[config.mk]
export PLATFORM = sky130hd
export DESIGN_NAME = l2_plru
export DESIGN_NICKNAME = d
export VERILOG_FILES = /design/src/verilog/l2_plru.sv
export VERILOG_INCLUDE_DIRS = /design/src /design/src/verilog
export SDC_FILE = /design/constraint.sdc
export NUM_CORES = 1
export LEC_CHECK = 0
export ABC_AREA = 1
export BUFFER_PORTS_ARGS = -buffer_cell sky130_fd_sc_hd__buf_2
export CORE_MARGIN = 2
export CORE_UTILIZATION = 55
export DETAILED_ROUTE_END_ITERATION = 10
export MAX_ROUTING_LAYER = met4
export PLACE_DENSITY = 0.83
export SETUP_SLACK_MARGIN = 0.3
export SLEW_MARGIN = 20
export SYNTH_ARGS = -nofsm -noshare
export SYNTH_HDL_FRONTEND = slang
export SYNTH_SLANG_ARGS = --single-unit
[constraint.sdc]
create_clock -name clk -period 2.91 [get_ports clk]
set_clock_uncertainty 0.1 [all_clocks]
set_input_delay 0.582 -clock clk [delete_from_list [all_inputs] [get_ports clk]]
set_output_delay 0.582 -clock clk [all_outputs]
set_load 0.02 [all_outputs]
[src/verilog/l2_cache_defs.svh]
`ifndef L2_CACHE_DEFS_SVH
`define L2_CACHE_DEFS_SVH

//////////////////////////////////////////////////////////////////////
// Address split: tag | set | offset
//////////////////////////////////////////////////////////////////////
`define L2_ADDR_BITS   16
`define L2_OFFSET_BITS 4   // Byte within line
`define L2_SET_BITS    3
`define L2_TAG_BITS    9

`define L2_SETS        (1 << `L2_SET_BITS)

// Line and associativity
`define L2_LINE_BITS   128
`define L2_WAYS        8   // PLRU tree assumes exactly 8

`endif

[src/verilog/l2_plru.sv]
`timescale 1ns/1ns
`include "l2_cache_defs.svh"

module l2_plru (
    input  logic                    clk,
    input  logic                    reset,
    input  logic [`L2_SET_BITS-1:0] set,
    input  logic                    load_lru,
    input  logic [2:0]              hit_way,
    output logic [2:0]              victim_way
);

    // Bit 0 root, bits 1-2 quad level, bits 3-6 pair level
    logic [`L2_SETS-1:0][6:0] lru_bits;
    logic [6:0]               cur;
    logic [6:0]               next_bits;

    assign cur = lru_bits[set];

    // Walk the tree toward the pointed half each level
    assign victim_way[2] = cur[0];
    assign victim_way[1] = cur[0] ? cur[2] : cur[1];
    assign victim_way[0] = cur[3 + victim_way[2:1]];

    always_comb begin
        next_bits    = cur;
        next_bits[0] = ~hit_way[2];          // Point away from accessed way
        if (hit_way[2])
            next_bits[2] = ~hit_way[1];
        else
            next_bits[1] = ~hit_way[1];
        next_bits[3 + hit_way[2:1]] = ~hit_way[0];
    end

    always_ff @(posedge clk) begin
        if (reset) begin
            lru_bits <= '0;
        end else if (load_lru) begin
            lru_bits[set] <= next_bits;
        end
    end

endmodule

# ---- Word level (Yosys, flattened, before mapping)
# Index checks and enable logic that the tools add are counted.
dict set report classes {
  n_addsub 2
  n_lt_le_gt_ge 5
  n_reduce_logical 2
  muxes 13
  bitwise_logic 3
}
# op count
set ops {}
lappend ops {{bitwise mux 56 bit} 1}
lappend ops {{binary-select mux 7 bit (select 3 bit)} 1}
lappend ops {{demux 7 bit (select 3 bit)} 1}
lappend ops {{2-to-1 mux 7 bit} 2}
lappend ops {{less-than comparator 3 x 4 -> 1 bit (second input constant)} 3}
lappend ops {{bitwise mux 7 bit} 1}
lappend ops {{adder 2 x 2 -> 3 bit (first input constant)} 2}
lappend ops {{>= comparator 3 x 1 -> 1 bit (second input constant)} 2}
lappend ops {{2-to-1 mux 1 bit} 5}
lappend ops {{binary-select mux 1 bit (select 3 bit)} 1}
lappend ops {{demux 1 bit (select 3 bit)} 1}
lappend ops {{inverter 1 bit} 3}
lappend ops {{logical AND 1 bit} 2}
dict set report word_totals {
  elab_cells 33
  input_bits 9
  output_inout_bits 3
  reg_bits 56
}

# ---- Depth between registers and ports, before layout
dict set report depth {
  word_depth 7
  mapped_depth 17
  mapped_depth_nobuf 17
}

# ---- Worst setup path before layout
# OpenSTA, ideal clock, no wires.
dict set report synth_timing {
  kind {input to output}
  startpoint {input set[2]}
  endpoint {output victim_way[0]}
  t_arrival_ps 2217
  stages 17
  n_path_buf 1
  path_slack_ps 11
  required_ps 2228
  path_cell_list {buf_6 > inv_4 > nor2_8 > nand3_1 > nand2_1 > inv_1 > nand2_1 > nand2_2 > nand2_2 > ha_1 > nor2_1 > nand3_1 > nand2_1 > inv_1 > nand2_1 > nand2_1 > inv_1}
}
dict set report synth_via {
  elab_chain_len 6
}
# item line
set synth_lines {}
lappend synth_lines {{start: declaration} l2_plru.sv:7} ;# input logic [`L2_SET_BITS-1:0] set,
lappend synth_lines {{binary-select mux 7 bit (select 3 bit) *} l2_plru.sv:18} ;# assign cur = lru_bits[set];
lappend synth_lines {{2-to-1 mux 7 bit (implied by the code) *} l2_plru.sv:18}
lappend synth_lines {{named net victim_way[2]} l2_plru.sv:10} ;# output logic [2:0] victim_way
lappend synth_lines {{2-to-1 mux 1 bit} l2_plru.sv:22} ;# assign victim_way[1] = cur[0] ? cur[2] : cur[1];
lappend synth_lines {{adder 2 x 2 -> 3 bit} l2_plru.sv:23} ;# assign victim_way[0] = cur[3 + victim_way[2:1]];
lappend synth_lines {{binary-select mux 1 bit (select 3 bit) *} l2_plru.sv:23}
lappend synth_lines {{2-to-1 mux 1 bit (implied by the code) *} l2_plru.sv:23}
lappend synth_lines {{end: declaration} l2_plru.sv:10}
# The timed path passes the listed nets; every way through them passes the cells marked *. The select of a mux whose other input is x is not followed.

# ---- Worst setup path in the final report
dict set report layout_timing {
  startpoint {input set[1]}
  endpoint {output victim_way[0]}
}
dict set report layout_via {
  elab_chain_len 6
}
# item line
set layout_lines {}
lappend layout_lines {{binary-select mux 7 bit (select 3 bit) *} l2_plru.sv:18}
lappend layout_lines {{2-to-1 mux 7 bit (implied by the code) *} l2_plru.sv:18}
lappend layout_lines {{2-to-1 mux 1 bit} l2_plru.sv:22}
lappend layout_lines {{adder 2 x 2 -> 3 bit} l2_plru.sv:23}
lappend layout_lines {{binary-select mux 1 bit (select 3 bit) *} l2_plru.sv:23}
lappend layout_lines {{2-to-1 mux 1 bit (implied by the code) *} l2_plru.sv:23}
# Every way passes the cells marked *; elsewhere a longest branch is shown, timed or not. The select of a mux whose other input is x is not followed.

==> results.cfg <==
[worst_setup_path]
endpoint_kind = output pin
critPathArrivalTime_ns = 2.21
startpoint_type = primary input
worstPathMaxFanout = 9
worstSetupPathType = primary input to output pin
worstPathRequired_ns = 2.23

[synth]
yosysWarnings = 0
syn_nets = 465
avgSynthCellArea_um2 = 7.10
synth_cell_types = 29
ys_seq_area_frac = 0.351
ys_ff_latch = 56
syn-cell-area_mm2 = 0.00320
synthCells = 450

[cells_and_area]
largest_reg_flops = 56
diodes = 0
final_util = 0.636
reg_top3 = lru_bits x56
n_fill_cell = 520
top_register = lru_bits
area_growth_pct = 10.9
nets = 484
multiInputGateArea_mm2 = 0.00174
drive_above_1_share = 0.228
register_area_mm2 = 0.00112

[route]
wl_per_cell_um = 13.7
drt-total-wl_um = 7440
ant_nets = 0
drc = 0
vias = 3000
drt_pass1_iterations = 4
routed_via_density = 5.54
drtIter0Drc = 198

[die]
die_w_um = 80.2
io_pins = 12
die_area_mm2 = 0.00644
start_util = 0.573
die_h_um = 80.2
rows = 27
core-area_mm2 = 0.00557

[clocking]
htreeDepth = 2
cts_root_buffer = clkbuf_8
cts.sinks = 56
cts_post_setup_buffers_inserted = 0
clkSlewWorstSetupHoldPaths_ns = 0.11
clock_path_buffers = 2
cts_hold_buf = 0
numCtsBuffers = 5
clkLatencyLatePin_ns = 0.32
cts_tree = yes

[global_routing]
grt_usage = 0.253
grt_max_degree = 44
antenna_found_initial = 0
grt_pass1_vias = 2914
grt_pass1_wl_um = 12700
overflow = 0

[sta]
period_minus_slack_ns = 2.89
rsz0062_at_grt = true
timing.final.crit_share = 0.995
tns_ns = 0
tightest_slew_ns = 0.635
slew_headroom = 0.576
holdWs_ns = 0.429
slew_viol_final = 0
final-setup-viol-count = 0
finalHoldViolCount = 0
max_freq_ghz = 0.345

[placement]
dpl.hpwl_um = 5350
portBuffers = 11
gp_congestion = 0.912

[status]
status = completed

[pwr]
ir_drop_uv = 374
power.leakage_uw = 0.00160
pwr_density_cell_mw_per_mm2 = 447

[min_path]
min_path_type = flop to flop

[run]
max_cap_violations = 0
## worst max-delay path, stage by stage
cell and delay [ns]:
buf_2 0.11, buf_12 0.15, nor2_4 0.16, nand3_1 0.11
nand3_2 0.11, nor2_4 0.05, buf_4 0.14, ha_4 0.24
nor2_1 0.08, nand3_1 0.07, nand2_1 0.06, inv_1 0.04
nand2_1 0.07, nand2_1 0.06, inv_2 0.05, buf_6 0.10
## final timing paths
| check | start | slack (ns) | endpoint | depth (start not counted) |
|---|---|---|---|---|
| worst max-delay path | set[1] | 0.02 | victim_way[0] | 16 |
| worst min-delay path | lru_bits[32] | 0.43 | lru_bits[32] | 2 |
| worst max register to register | lru_bits[30] | 1.22 | lru_bits[37] | 13 |
| worst min register to register | lru_bits[32] | 0.43 | lru_bits[32] | 2 |
## cells in the mapped netlist, drive strengths merged
library cell  instances  area, um2
nand3                41        205
dfxtp                56       1120
clkinv                1       3.75
nor2                 46        234
o31ai                 1       7.51
o21ai                61        317
nand2                93        372
a21oi                55        403
ha                    6       75.1
o22ai                 1       6.26
or2                   1       6.26
clkbuf                4       15.0
inv                  62        238
o211ai                5       47.5
buf                  17        145
## per-layer routing
metal  wire, um  global-route usage
met5          0                   -
met3        361              0.0337
met1       3320               0.307
met4        184              0.0949
met2       3570               0.429
## per-stage QoR
step                      power [uW]  cell area (um2)  cells  setup WS (ns)
after CTS                       1590             3530    542         0.0332
after floorplan                 1060             3280    450          0.296
after detailed placement        1140             3420    534        -0.0766
after global placement          1130             3420    534        -0.0105
final                           1580             3540    542         0.0152
after global routing            1650             3540    542         -0.156
## layout by cell type, fill, tap and decap left out, types with 2 or more instances in the layout
cell type / netlist / routed
nor2_1: 33 / 32
nand3_1: 41 / 37
nor2_2: 9 / 10
o211ai_1: 3 / 3
nand2_1: 86 / 84
dfxtp_1: 56 / 56
ha_1: 6 / 5
inv_2: 2 / 4
inv_1: 58 / 55
a21oi_4: 3 / 3
nand2_4: 1 / 3
nand2_2: 6 / 5
buf_2: 2 / 8
o21ai_1: 25 / 25
buf_4: 9 / 22
nand3_2: 0 / 4
buf_6: 6 / 2
o21ai_0: 35 / 35
clkbuf_8: 0 / 5
a21oi_2: 25 / 25
nor2_4: 3 / 3
a21oi_1: 27 / 27
o211ai_2: 2 / 2
## power by group
part           leakage [uW]  internal [uW]  switching [uW]
Combinational       0.00110            119             215
Clock             0.0000445            172             272
Sequential         0.000455            793            13.8
## area by class of cell
type	instances	share of cell area
multi-input cells	310	0.490
repair buffers	33	0.0699
inverters	63	0.0731
well taps	72	0.0254
clock buffers	5	0.0194
clock inverters	3	0.00600
flip-flops and latches	56	0.316
## kinds of logic (layout without fill, tap and decap cells)
group / count (synthesis) / count (layout) / synth area share
buf+inv: 84 / 104 / 0.126
fa+ha+maj: 6 / 6 / 0.0235
simple gates: 181 / 181 / 0.256
compound gates: 123 / 123 / 0.244
flops: 56 / 56 / 0.351
## repair_timing
item,4_1_cts,5_1_grt
endpoints found under the hold margin,0,0
resized for setup,8,3
pin swaps,2,2
endpoints found under the setup margin,1,1
Note: power is estimated with default switching activity, not from simulation.
