## config.mk

```make
export PLATFORM = sky130hd
export DESIGN_NAME = l2_cache_control
export DESIGN_NICKNAME = d
export VERILOG_FILES = /design/src/verilog/l2_cache_pkg.sv /design/src/verilog/l2_cache_control.sv
export VERILOG_INCLUDE_DIRS = /design/src /design/src/verilog
export SDC_FILE = /design/constraint.sdc
export NUM_CORES = 1
export LEC_CHECK = 0
export ABC_CLOCK_PERIOD_IN_PS = 3920
export BUFFER_PORTS_ARGS = -buffer_cell sky130_fd_sc_hd__buf_2
export CORE_ASPECT_RATIO = 1.2
export CORE_UTILIZATION = 38
export DETAILED_ROUTE_END_ITERATION = 16
export PLACE_DENSITY = 0.86
export SYNTH_ARGS = -nofsm -noshare
export SYNTH_HDL_FRONTEND = slang
export SYNTH_SLANG_ARGS = --single-unit
export TNS_END_PERCENT = 10
```

## constraint.sdc

```tcl
create_clock -name clk -period 3.92 [get_ports clk]
set_input_delay 0 -clock clk [delete_from_list [all_inputs] [get_ports clk]]
set_output_delay 0 -clock clk [all_outputs]
set_load 0.02 [all_outputs]
```

## src/verilog/l2_cache_defs.svh

```systemverilog
`ifndef L2_CACHE_DEFS_SVH
`define L2_CACHE_DEFS_SVH

//////////////////////////////////////////////////////////////////////
// Address split: tag | set | offset
//////////////////////////////////////////////////////////////////////
`define L2_ADDR_BITS   16
`define L2_OFFSET_BITS 4   // Byte within line
`define L2_SET_BITS    3
`define L2_TAG_BITS    9

`define L2_SETS        (1 << `L2_SET_BITS)

// Line and associativity
`define L2_LINE_BITS   128
`define L2_WAYS        8   // PLRU tree assumes exactly 8

`endif

```

## src/verilog/l2_cache_pkg.sv

```systemverilog
`include "l2_cache_defs.svh"

package l2_cache_pkg;

    typedef logic [`L2_ADDR_BITS-1:0] l2_word_t;
    typedef logic [`L2_LINE_BITS-1:0] l2_line_t;

    typedef struct packed {
        logic [`L2_TAG_BITS-1:0]    tag;
        logic [`L2_SET_BITS-1:0]    set;
        logic [`L2_OFFSET_BITS-1:0] offset;
    } l2_addr_t;

    // Per-way lookup result for the current set
    typedef struct packed {
        logic hit;
        logic v_out;
        logic d_out;
    } l2_way_status_t;

    typedef l2_way_status_t [`L2_WAYS-1:0] l2_way_status_arr_t;

    typedef struct packed {
        logic load_v;
        logic v_in;
        logic load_d;
        logic d_in;
        logic load_td;   // Tag and line together
    } l2_way_ctl_t;

    typedef struct packed {
        l2_way_ctl_t [`L2_WAYS-1:0] way;
        logic                       load_lru;
    } l2_ctl_t;

    typedef enum logic [1:0] {
        ST_PROCESS,
        ST_EVICT,
        ST_WRITE_BACK,
        ST_FETCH
    } l2_state_e;

    typedef enum logic {
        SEL_REQUEST,
        SEL_VICTIM
    } l2_addr_sel_e;

endpackage

```

## src/verilog/l2_cache_control.sv

```systemverilog
`timescale 1ns/1ns
`include "l2_cache_defs.svh"

module l2_cache_control (
    input  logic                              clk,
    input  logic                              reset,
    input  logic                              mem_read,
    input  logic                              mem_write,
    input  l2_cache_pkg::l2_way_status_arr_t  way_status,
    input  logic [2:0]                        victim_way,
    input  logic                              pmem_resp,
    output l2_cache_pkg::l2_ctl_t             ctl,
    output l2_cache_pkg::l2_addr_sel_e        addr_sel,
    output logic [2:0]                        victim_sel,
    output logic                              mem_resp,
    output logic                              pmem_read,
    output logic                              pmem_write,
    output logic                              eviction,
    output logic                              l2hits_inc,
    output logic                              l2misses_inc
);
    import l2_cache_pkg::*;

    l2_state_e            state;
    l2_state_e            next_state;
    logic                 request;
    logic                 hit;
    logic [2:0]           hit_way;
    logic [`L2_WAYS-1:0]  hit_vec;
    logic                 victim_dirty;
    logic                 victim_valid;

    assign request = mem_read ^ mem_write;

    always_comb begin
        hit     = 1'b0;
        hit_way = '0;
        for (int i = 0; i < `L2_WAYS; i++) begin
            hit_vec[i] = way_status[i].hit;
            if (way_status[i].hit) begin
                hit     = 1'b1;
                hit_way = 3'(i);
            end
        end
    end

    assign victim_dirty = way_status[victim_way].d_out;
    assign victim_valid = way_status[victim_way].v_out;

    // Hit way for the PLRU update, else the victim
    assign victim_sel = hit ? hit_way : victim_way;

    //////////////////////////////////////////////////////////////////////
    // State register and next state
    //////////////////////////////////////////////////////////////////////
    always_ff @(posedge clk) begin
        if (reset) begin
            state <= ST_PROCESS;
        end else begin
            state <= next_state;
        end
    end

    always_comb begin
        next_state = state;
        case (state)
            ST_PROCESS: begin
                if (request && !hit) begin
                    if (victim_dirty)
                        next_state = ST_WRITE_BACK;
                    else if (victim_valid)
                        next_state = ST_EVICT;
                    else
                        next_state = ST_FETCH;
                end
            end
            ST_EVICT:      next_state = ST_FETCH;   // Victim cache takes it in one cycle
            ST_WRITE_BACK: if (pmem_resp) next_state = ST_FETCH;
            ST_FETCH:      if (pmem_resp) next_state = ST_PROCESS;
            default:       next_state = ST_PROCESS;
        endcase
    end

    //////////////////////////////////////////////////////////////////////
    // State outputs
    //////////////////////////////////////////////////////////////////////
    always_comb begin
        ctl          = '0;
        addr_sel     = SEL_REQUEST;
        mem_resp     = 1'b0;
        pmem_read    = 1'b0;
        pmem_write   = 1'b0;
        eviction     = 1'b0;
        l2hits_inc   = 1'b0;
        l2misses_inc = 1'b0;
        case (state)
            ST_PROCESS: begin
                if (request && hit) begin
                    mem_resp     = 1'b1;
                    l2hits_inc   = 1'b1;
                    ctl.load_lru = 1'b1;
                    if (mem_write) begin
                        ctl.way[hit_way].load_d  = 1'b1;
                        ctl.way[hit_way].d_in    = 1'b1;
                        ctl.way[hit_way].load_td = 1'b1;
                    end
                end else if (request) begin
                    l2misses_inc = 1'b1;
                    // Address register lags a cycle so pick the victim now
                    if (victim_valid)
                        addr_sel = SEL_VICTIM;
                end
            end
            ST_EVICT: begin
                eviction = 1'b1;
            end
            ST_WRITE_BACK: begin
                pmem_write = 1'b1;
                if (!pmem_resp)
                    addr_sel = SEL_VICTIM;
            end
            ST_FETCH: begin
                pmem_read = 1'b1;
                if (pmem_resp) begin
                    ctl.way[victim_way].load_v  = 1'b1;
                    ctl.way[victim_way].v_in    = 1'b1;
                    ctl.way[victim_way].load_d  = 1'b1;   // Fresh line is clean
                    ctl.way[victim_way].load_td = 1'b1;
                end
            end
            default: ;
        endcase
    end

    // Memory side never sees both commands
    assert property (@(posedge clk) disable iff (reset) !(pmem_read && pmem_write));

    // Tags within a set stay unique across the ways
    assert property (@(posedge clk) disable iff (reset) $onehot0(hit_vec));

    // Refilled line hits on the held request
    assert property (@(posedge clk) disable iff (reset)
        (state == ST_FETCH && pmem_resp && request) |=> hit);

endmodule

```

Word level (Yosys, flattened, before mapping). Index checks and enable logic that the tools add are counted.

Input bits: 32. Output and inout port bits: 51. Bits in latches: 0. Bits in read-only memories: 0. Memories kept: 0. Flip-flop bits (word level): 2. RAM bits: 0.

Multipliers: 0. Add/sub/neg operators: 0. Div/mod/pow operators: 0. Shift operators: 0. Order comparisons: 4. Multiplexer cells: 61. Eq/ne operators: 6. Reductions and logical operators: 7. Bitwise gates (word level): 1.

Operators by type and width (count): 40-bit bitwise mux (5); 5-bit demux with 3-bit select (7); 40-bit two-way mux (2); 40-bit case mux with 2 select lines (1); 41-bit two-way mux (1); 3-bit two-way mux (9); 1-bit two-way mux (24); 2-bit two-way mux (7); 3-bit binary-select mux with 3-bit select (1); 3-bit by 4-bit less-than comparator with 1-bit output, second input constant (2); 2-bit case mux with 4 select lines (1); 3-bit by 1-bit >= comparator with 1-bit output, second input constant (2); 2-bit != test, second input constant (3); 5-bit two-way mux (1); 2-bit == test, second input constant (2); 1-bit logical AND (4); 4-bit two-way mux (1); 3-bit AND reduction (1); 2-bit by 1-bit == test with 1-bit output, second input constant (1); 2-bit logical NOT (1); 1-bit case mux with 2 select lines (1); 1-bit logical NOT (1); 1-bit XOR (1).

Logic depth before layout (Yosys ltp). Gate-level depths: netlist of run 1.

Word-level depth: 16. Depth in mapped cells: 7.

Worst setup path before layout of run 1. OpenSTA, ideal clock, no wires.

Kind: reg-to-output. Start point: register state[0]. End point: output ctl[8] in the netlist's numbering. Arrival time: 2142 ps. Setup slack: 1778 ps. Cell stages (with the launch flop): 8. Path buffers: 1. Cell sequence: dfxtp_1 inv_1 ha_1 inv_1 nand4_1 nor3_1 o21bai_1 buf_4.

RTL lines: start: declaration (RTL line l2_cache_control.sv:24) `l2_state_e state;`; start signal: assignment (RTL line l2_cache_control.sv:60) `state <= next_state;`; end: declaration (RTL line l2_cache_control.sv:12) `output l2_cache_pkg::l2_ctl_t ctl,`.

==> run metrics, run 1 <==
drt pass-1 iters=12; starting DRC count in detailed routing=17; Post-synth top flop=dfxtp_1; Fmax achieved=451 MHz; slowest CP cell=nor4bb_1; Post-DRT Antenna Nets=0; Reg clk slew, reported paths=0.03 ns; asr flop ratio synth=0%; Cells after DPL=188; Multi-input gate area=592 µm²; DR vias=1,018; fill count=193; normalized max-slew margin=67.1%; TritonCTS clock tree=built; Seq/Total Area, Yosys=4.97%; critical path type=flop to output port; Crit Path Max Fanout=4; latest clock arrival within the worst-skew pair=0.22 ns; share of post-route cells with drive strength above 1=53.8%; Inserted Clock Buffers=3; Die ar.=2310 µm²; Clock Sinks=2; gpl congestion=0.849; crit path cell chain=inv_1 > ha_1 > nor4bb_1 > and2_1 > o21ai_1 > o22ai_1 > buf_2; first-pass GRT wire length=3.58 mm; GRT overflow=0; total number of yosys warnings=0; commonest non-fill, non-tap cell in the layout=buf_2; crit path time final=2.22 ns; Worst Skew=0.00281 ns; RSZ-0062 raised after global routing=false; Slew @ Worst Pin=0.489 ns; Via-to-Cell Ratio=5.30; Largest regs=state (2); max reg flops=2; Mapped Cells=107; Remaining DRCs=8; Placeable Area=1910 µm²; Cell Pwr Density=211 nW/µm²; Diodes inserted=0; Root Buffer=clkbuf_4; initial core utilization=42.1%; Finished Layout Cells=192; Overall Global Routing Usage=20.3%; H-tree depth=1; most frequent cells in the layout=buf_2, nor2_1, nand2_1; failing checks=DRC; largest register by flop count=state; total detailed-routing wirelength=2.34 mm; WL/cell=12.2 µm; initial antenna violation count=0; Leak=0.676 nW; FF+latch area=40.0 µm²; nets=211; Syn Nets=143; vias in the first global route=862; Syn Area/Cell=7.53 µm²; WP data arrival=2.22 ns; Hold Crit Depth=4; largest net degree at the start of global routing=13; Max VDD drop=0.197 mV; IO Count=83; Die Span X=44.0 µm; type of the worst min-delay path=input pin to flop; area grow syn2layout=39.1%; CP peak stage delay=0.48 ns; Reg2Reg Depth=6; FP Rows=17; clock buffer depth=2; Crit path required time=3.92 ns; period utilization=56.6%; IO buf count=82; Max-Cap Viols=0; Final setup viols=0; Worst setup EP type=output port; HPWL after DPL=2.04 mm; Synth cell types=41; outcome=complete, but fails checks; Slew Limit Fails=0; Fin. Hold Viols=0; Post-synth EDFFs=0; Mapped Area=806 µm²; CP startpoint kind=flop; post-synthesis register bit count=2; final setup TNS=0 ns; die height=52.4 µm
==> worst paths after layout <==
| check | start | to | slack, ns |
|---|---|---|---|
| worst max-delay path | state[1] | ctl[18] | 1.70 |
| worst min-delay path | pmem_resp | state[1] | 0.27 |
| worst max register to register | state[0] | state[0] | 2.35 |
| worst min register to register | state[1] | state[1] | 0.53 |
==> synth_stat cells (2+ instances only) <==
cell	instances	area (µm²)
mux2i_1	5	50.1
nand2b_1	4	25.0
and2_1	4	25.0
buf_4	18	135
nor2_1	15	56.3
ha_1	4	50.1
o21bai_1	3	22.5
dfxtp_1	2	40.0
nand3_1	2	10.0
o22ai_1	3	18.8
nand2_1	8	30.0
mux4_1	2	52.6
or2_1	3	18.8
nor3_1	2	10.0
inv_1	6	22.5
==> layout make-up <==
| cell class | instances | share of cell area (%) |
|---|---|---|
| Sequential cell | 2 | 3.57 |
| Inverter | 6 | 2.01 |
| Clock buffer | 3 | 2.01 |
| Tap cell | 19 | 2.12 |
| Timing Repair Buffer | 83 | 37.5 |
| Multi-Input combinational cell | 79 | 52.8 |
==> per-layer routing <==
layer	share of wire [%]	routed length, µm	up-vias	global-route usage [%]
met5	0	0	-	0
met2	53	1240	66	41.2
met1	36	852	457	19.9
li1	-	-	493	-
met4	0.60	14	0	6.06
met3	10	234	2	3.79
==> repair_timing <==
| item | 4_1_cts | 5_1_grt |
|---|---|---|
| hold buffers | 1 | 0 |
| buffers inserted | 0 | 0 |
| endpoints found under the hold margin | 2 | 0 |
| gates resized for setup | 0 | 0 |
==> kinds of logic after synthesis <==
kind of cell	after synthesis	share of synthesized area, %
flops	2	4.97
xor+xnor	1	1.09
buf+inv	26	21.6
simple gates	50	35.1
compound gates	16	15.5
mux	8	15.5
fa+ha+maj	4	6.21
==> metrics by stage <==
stage | cell area [µm²] | util [%] | worst slack [ns] | power [mW] | hold WS (ns)
floorplan | 806 | - | 1.78 | 0.147 | 0.0624
global placement | 1090 | 56.9 | 2.06 | 0.185 | 0.181
detailed placement | 1090 | 56.9 | 1.93 | 0.190 | 0.183
CTS | 1120 | 58.6 | 1.70 | 0.238 | 0.267
global route | 1120 | 58.6 | 1.50 | 0.257 | 0.278
finish | 1120 | 58.6 | 1.70 | 0.236 | 0.270
==> power by group <==
| part | leakage, nW | internal (mW) | switching [mW] |
|---|---|---|---|
| sequential | 0.0162 | 0.0249 | 0.00499 |
| clock | 0.0138 | 0.0337 | 0.0106 |
| combinational | 0.646 | 0.0642 | 0.0977 |
| total | 0.676 | 0.123 | 0.113 |
==> critical path, delay by kind of cell, from the launching register on <==
| family | cells | cell delay (ns) |
|---|---|---|
| buf+inv | 2 | 0.30 |
| flops | 1 | 0.38 |
| simple gates | 2 | 0.71 |
| fa+ha+maj | 1 | 0.33 |
| compound gates | 2 | 0.29 |
Note: power is estimated with default switching activity, not from simulation.
==> run 2, diff against run 1 <==
- ABC_CLOCK_PERIOD_IN_PS: 3920 -> 2300
- CORE_UTILIZATION: 38 -> 35
- PLACE_DENSITY: 0.86 -> 0.8
- clock period: 3.92 -> 2.3 ns (I/O delays scaled with it)
==> run metrics, run 2 (same netlist as run 1, synthesis figures left out) <==
Cell Pwr Density=353 nW/µm² (was 211 nW/µm²); DR vias=1,013 (was 1,018); Fmax achieved=466 MHz; crit path cell chain=inv_1 > ha_1 > nor4bb_2 > and2_1 > nand2_1 > o2bb2ai_1 > buf_2 (was inv_1 > ha_1 > nor4bb_1 > and2_1 > o21ai_1 > o22ai_1 > buf_2); initial antenna violation count=0 (unchanged); Placeable Area=2120 µm² (was 1910 µm²); final worst slack=0.155 ns (was 1.70 ns); critical path's top delay family=simple AND/OR/NAND/NOR gates (unchanged); max reg flops=2 (unchanged); Max VDD drop=0.276 mV (was 0.197 mV); H-tree depth=1 (unchanged); largest net degree at the start of global routing=13 (unchanged); Diodes inserted=0 (unchanged); Reg clk slew, reported paths=0.03 ns (about the same); Reg2Reg Depth=6 (unchanged); gpl congestion=0.881 (was 0.849); IO buf count=82 (unchanged); Overall Global Routing Usage=19.6% (was 20.3%); slowest CP cell=nor4bb_2 (was nor4bb_1); Root Buffer=clkbuf_4 (unchanged); CP peak stage delay=0.40 ns (was 0.48 ns); nets=211 (unchanged); CP startpoint kind=flop (unchanged); Worst setup EP type=output port (unchanged); setup slack at placement=0.284 ns (was 1.93 ns); Inserted Clock Buffers=3 (unchanged); Largest regs=state (2) (unchanged); Remaining DRCs=0 (was 8); final setup TNS=0 ns (unchanged); IO Count=83 (unchanged); WL/cell=12.1 µm (was 12.2 µm); period utilization=93.3%; Post-CTS Setup Bufs=0 (unchanged); type of the worst min-delay path=input pin to flop (unchanged); Hold Crit Depth=4 (unchanged); TritonCTS clock tree=built (unchanged); Fin. Hold Viols=0 (unchanged); Slew Limit Fails=0 (unchanged); drt pass-1 iters=4 (was 12); commonest non-fill, non-tap cell in the layout=buf_2 (unchanged); Slew @ Worst Pin=0.529 ns (was 0.489 ns); latest clock arrival within the worst-skew pair=0.22 ns (about the same); Crit Path Max Fanout=4 (unchanged); clock buffer depth=2 (unchanged); starting DRC count in detailed routing=5 (was 17); Post-DRT Antenna Nets=0 (unchanged); largest register by flop count=state (unchanged); critical path depth=7 (unchanged); Leak=0.677 nW (was 0.676 nW); total detailed-routing wirelength=2.46 mm (was 2.34 mm); first-pass GRT wire length=3.62 mm (was 3.58 mm); critical path type=flop to output port (unchanged); Final setup viols=0 (unchanged); Die Span X=45.8 µm (was 44.0 µm); WP data arrival=2.15 ns (was 2.22 ns); RSZ-0062 raised after global routing=false (unchanged); Worst Skew=0.000942 ns (was 0.00281 ns); Buf/Inv on CP=2 (unchanged); normalized max-slew margin=64.4% (was 67.1%); most frequent cells in the layout=buf_2, nor2_1, nand2_1 (unchanged); area grow syn2layout=41.6% (was 39.1%); Die ar.=2500 µm² (was 2310 µm²); vias in the first global route=904 (was 862); crit path time final=2.15 ns; HPWL after DPL=2.16 mm (was 2.04 mm); share of post-route cells with drive strength above 1=54.3% (was 53.8%); Via-to-Cell Ratio=4.99 (was 5.30); outcome=finished, final reports clean (was complete, but fails checks); Clock Sinks=2 (unchanged); die height=54.6 µm (was 52.4 µm); Max-Cap Viols=0 (unchanged); Crit path required time=2.30 ns (was 3.92 ns); initial core utilization=38.1% (was 42.1%); FP Rows=18 (was 17); GRT overflow=0 (unchanged)
[run 2: cell counts in the layout (fill, tap and decap cells not counted)]
No cell type changed its count.
[run 2: final timing paths]
check              to  slack, ns      start
max            ctl[3]       0.15   state[0]
min          state[1]       0.28  pmem_resp
max reg2reg  state[0]       0.69   state[0]
min reg2reg  state[1]       0.51   state[1]
[run 2: through the flow]
step                power [mW]  utilization, %  std cells  hold WS, ns  instance area, µm²
finish                   0.403            53.9        203        0.278                1140
global route             0.439            53.9        203        0.285                1140
CTS                      0.403            53.6        203        0.269                1130
detailed placement       0.323            52.1        199        0.181                1100
global placement         0.315            52.1        199        0.183                1100
floorplan                0.251               -        107       0.0624                 806
[run 2: worst min-delay path, stage by stage]
cell and delay, ns:
buf_2 0.12, o21bai_1 0.19, o221ai_2 0.08, a21oi_2 0.05
[run 2: area by class of cell]
class	instances	area (µm²)
clock buffers	3	22.5
fillers	234	976
inverters	6	22.5
multi-input cells	79	598
flip-flops and latches	2	40.0
well taps	30	37.5
repair buffers	83	420
[run 2: power by group]
group          total, mW  switching (mW)  internal [mW]
Clock             0.0736          0.0164         0.0573
Sequential        0.0509         0.00844         0.0425
Combinational      0.279           0.166          0.112
[run 2: repair_timing]
action                                 in CTS  in global routing
hold buffers                                1                  0
endpoints found under the hold margin       2                  0
resized for setup                           0                  1
setup endpoints to repair                   0                  6
[run 2: per-layer routing]
metal	GRT usage, %	share of wire [%]	up-vias
met4	2.94	0.77	0
li1	-	-	495
met3	0.990	8.5	2
met2	43.8	54	60
met5	0	0	-
met1	18.9	36	456
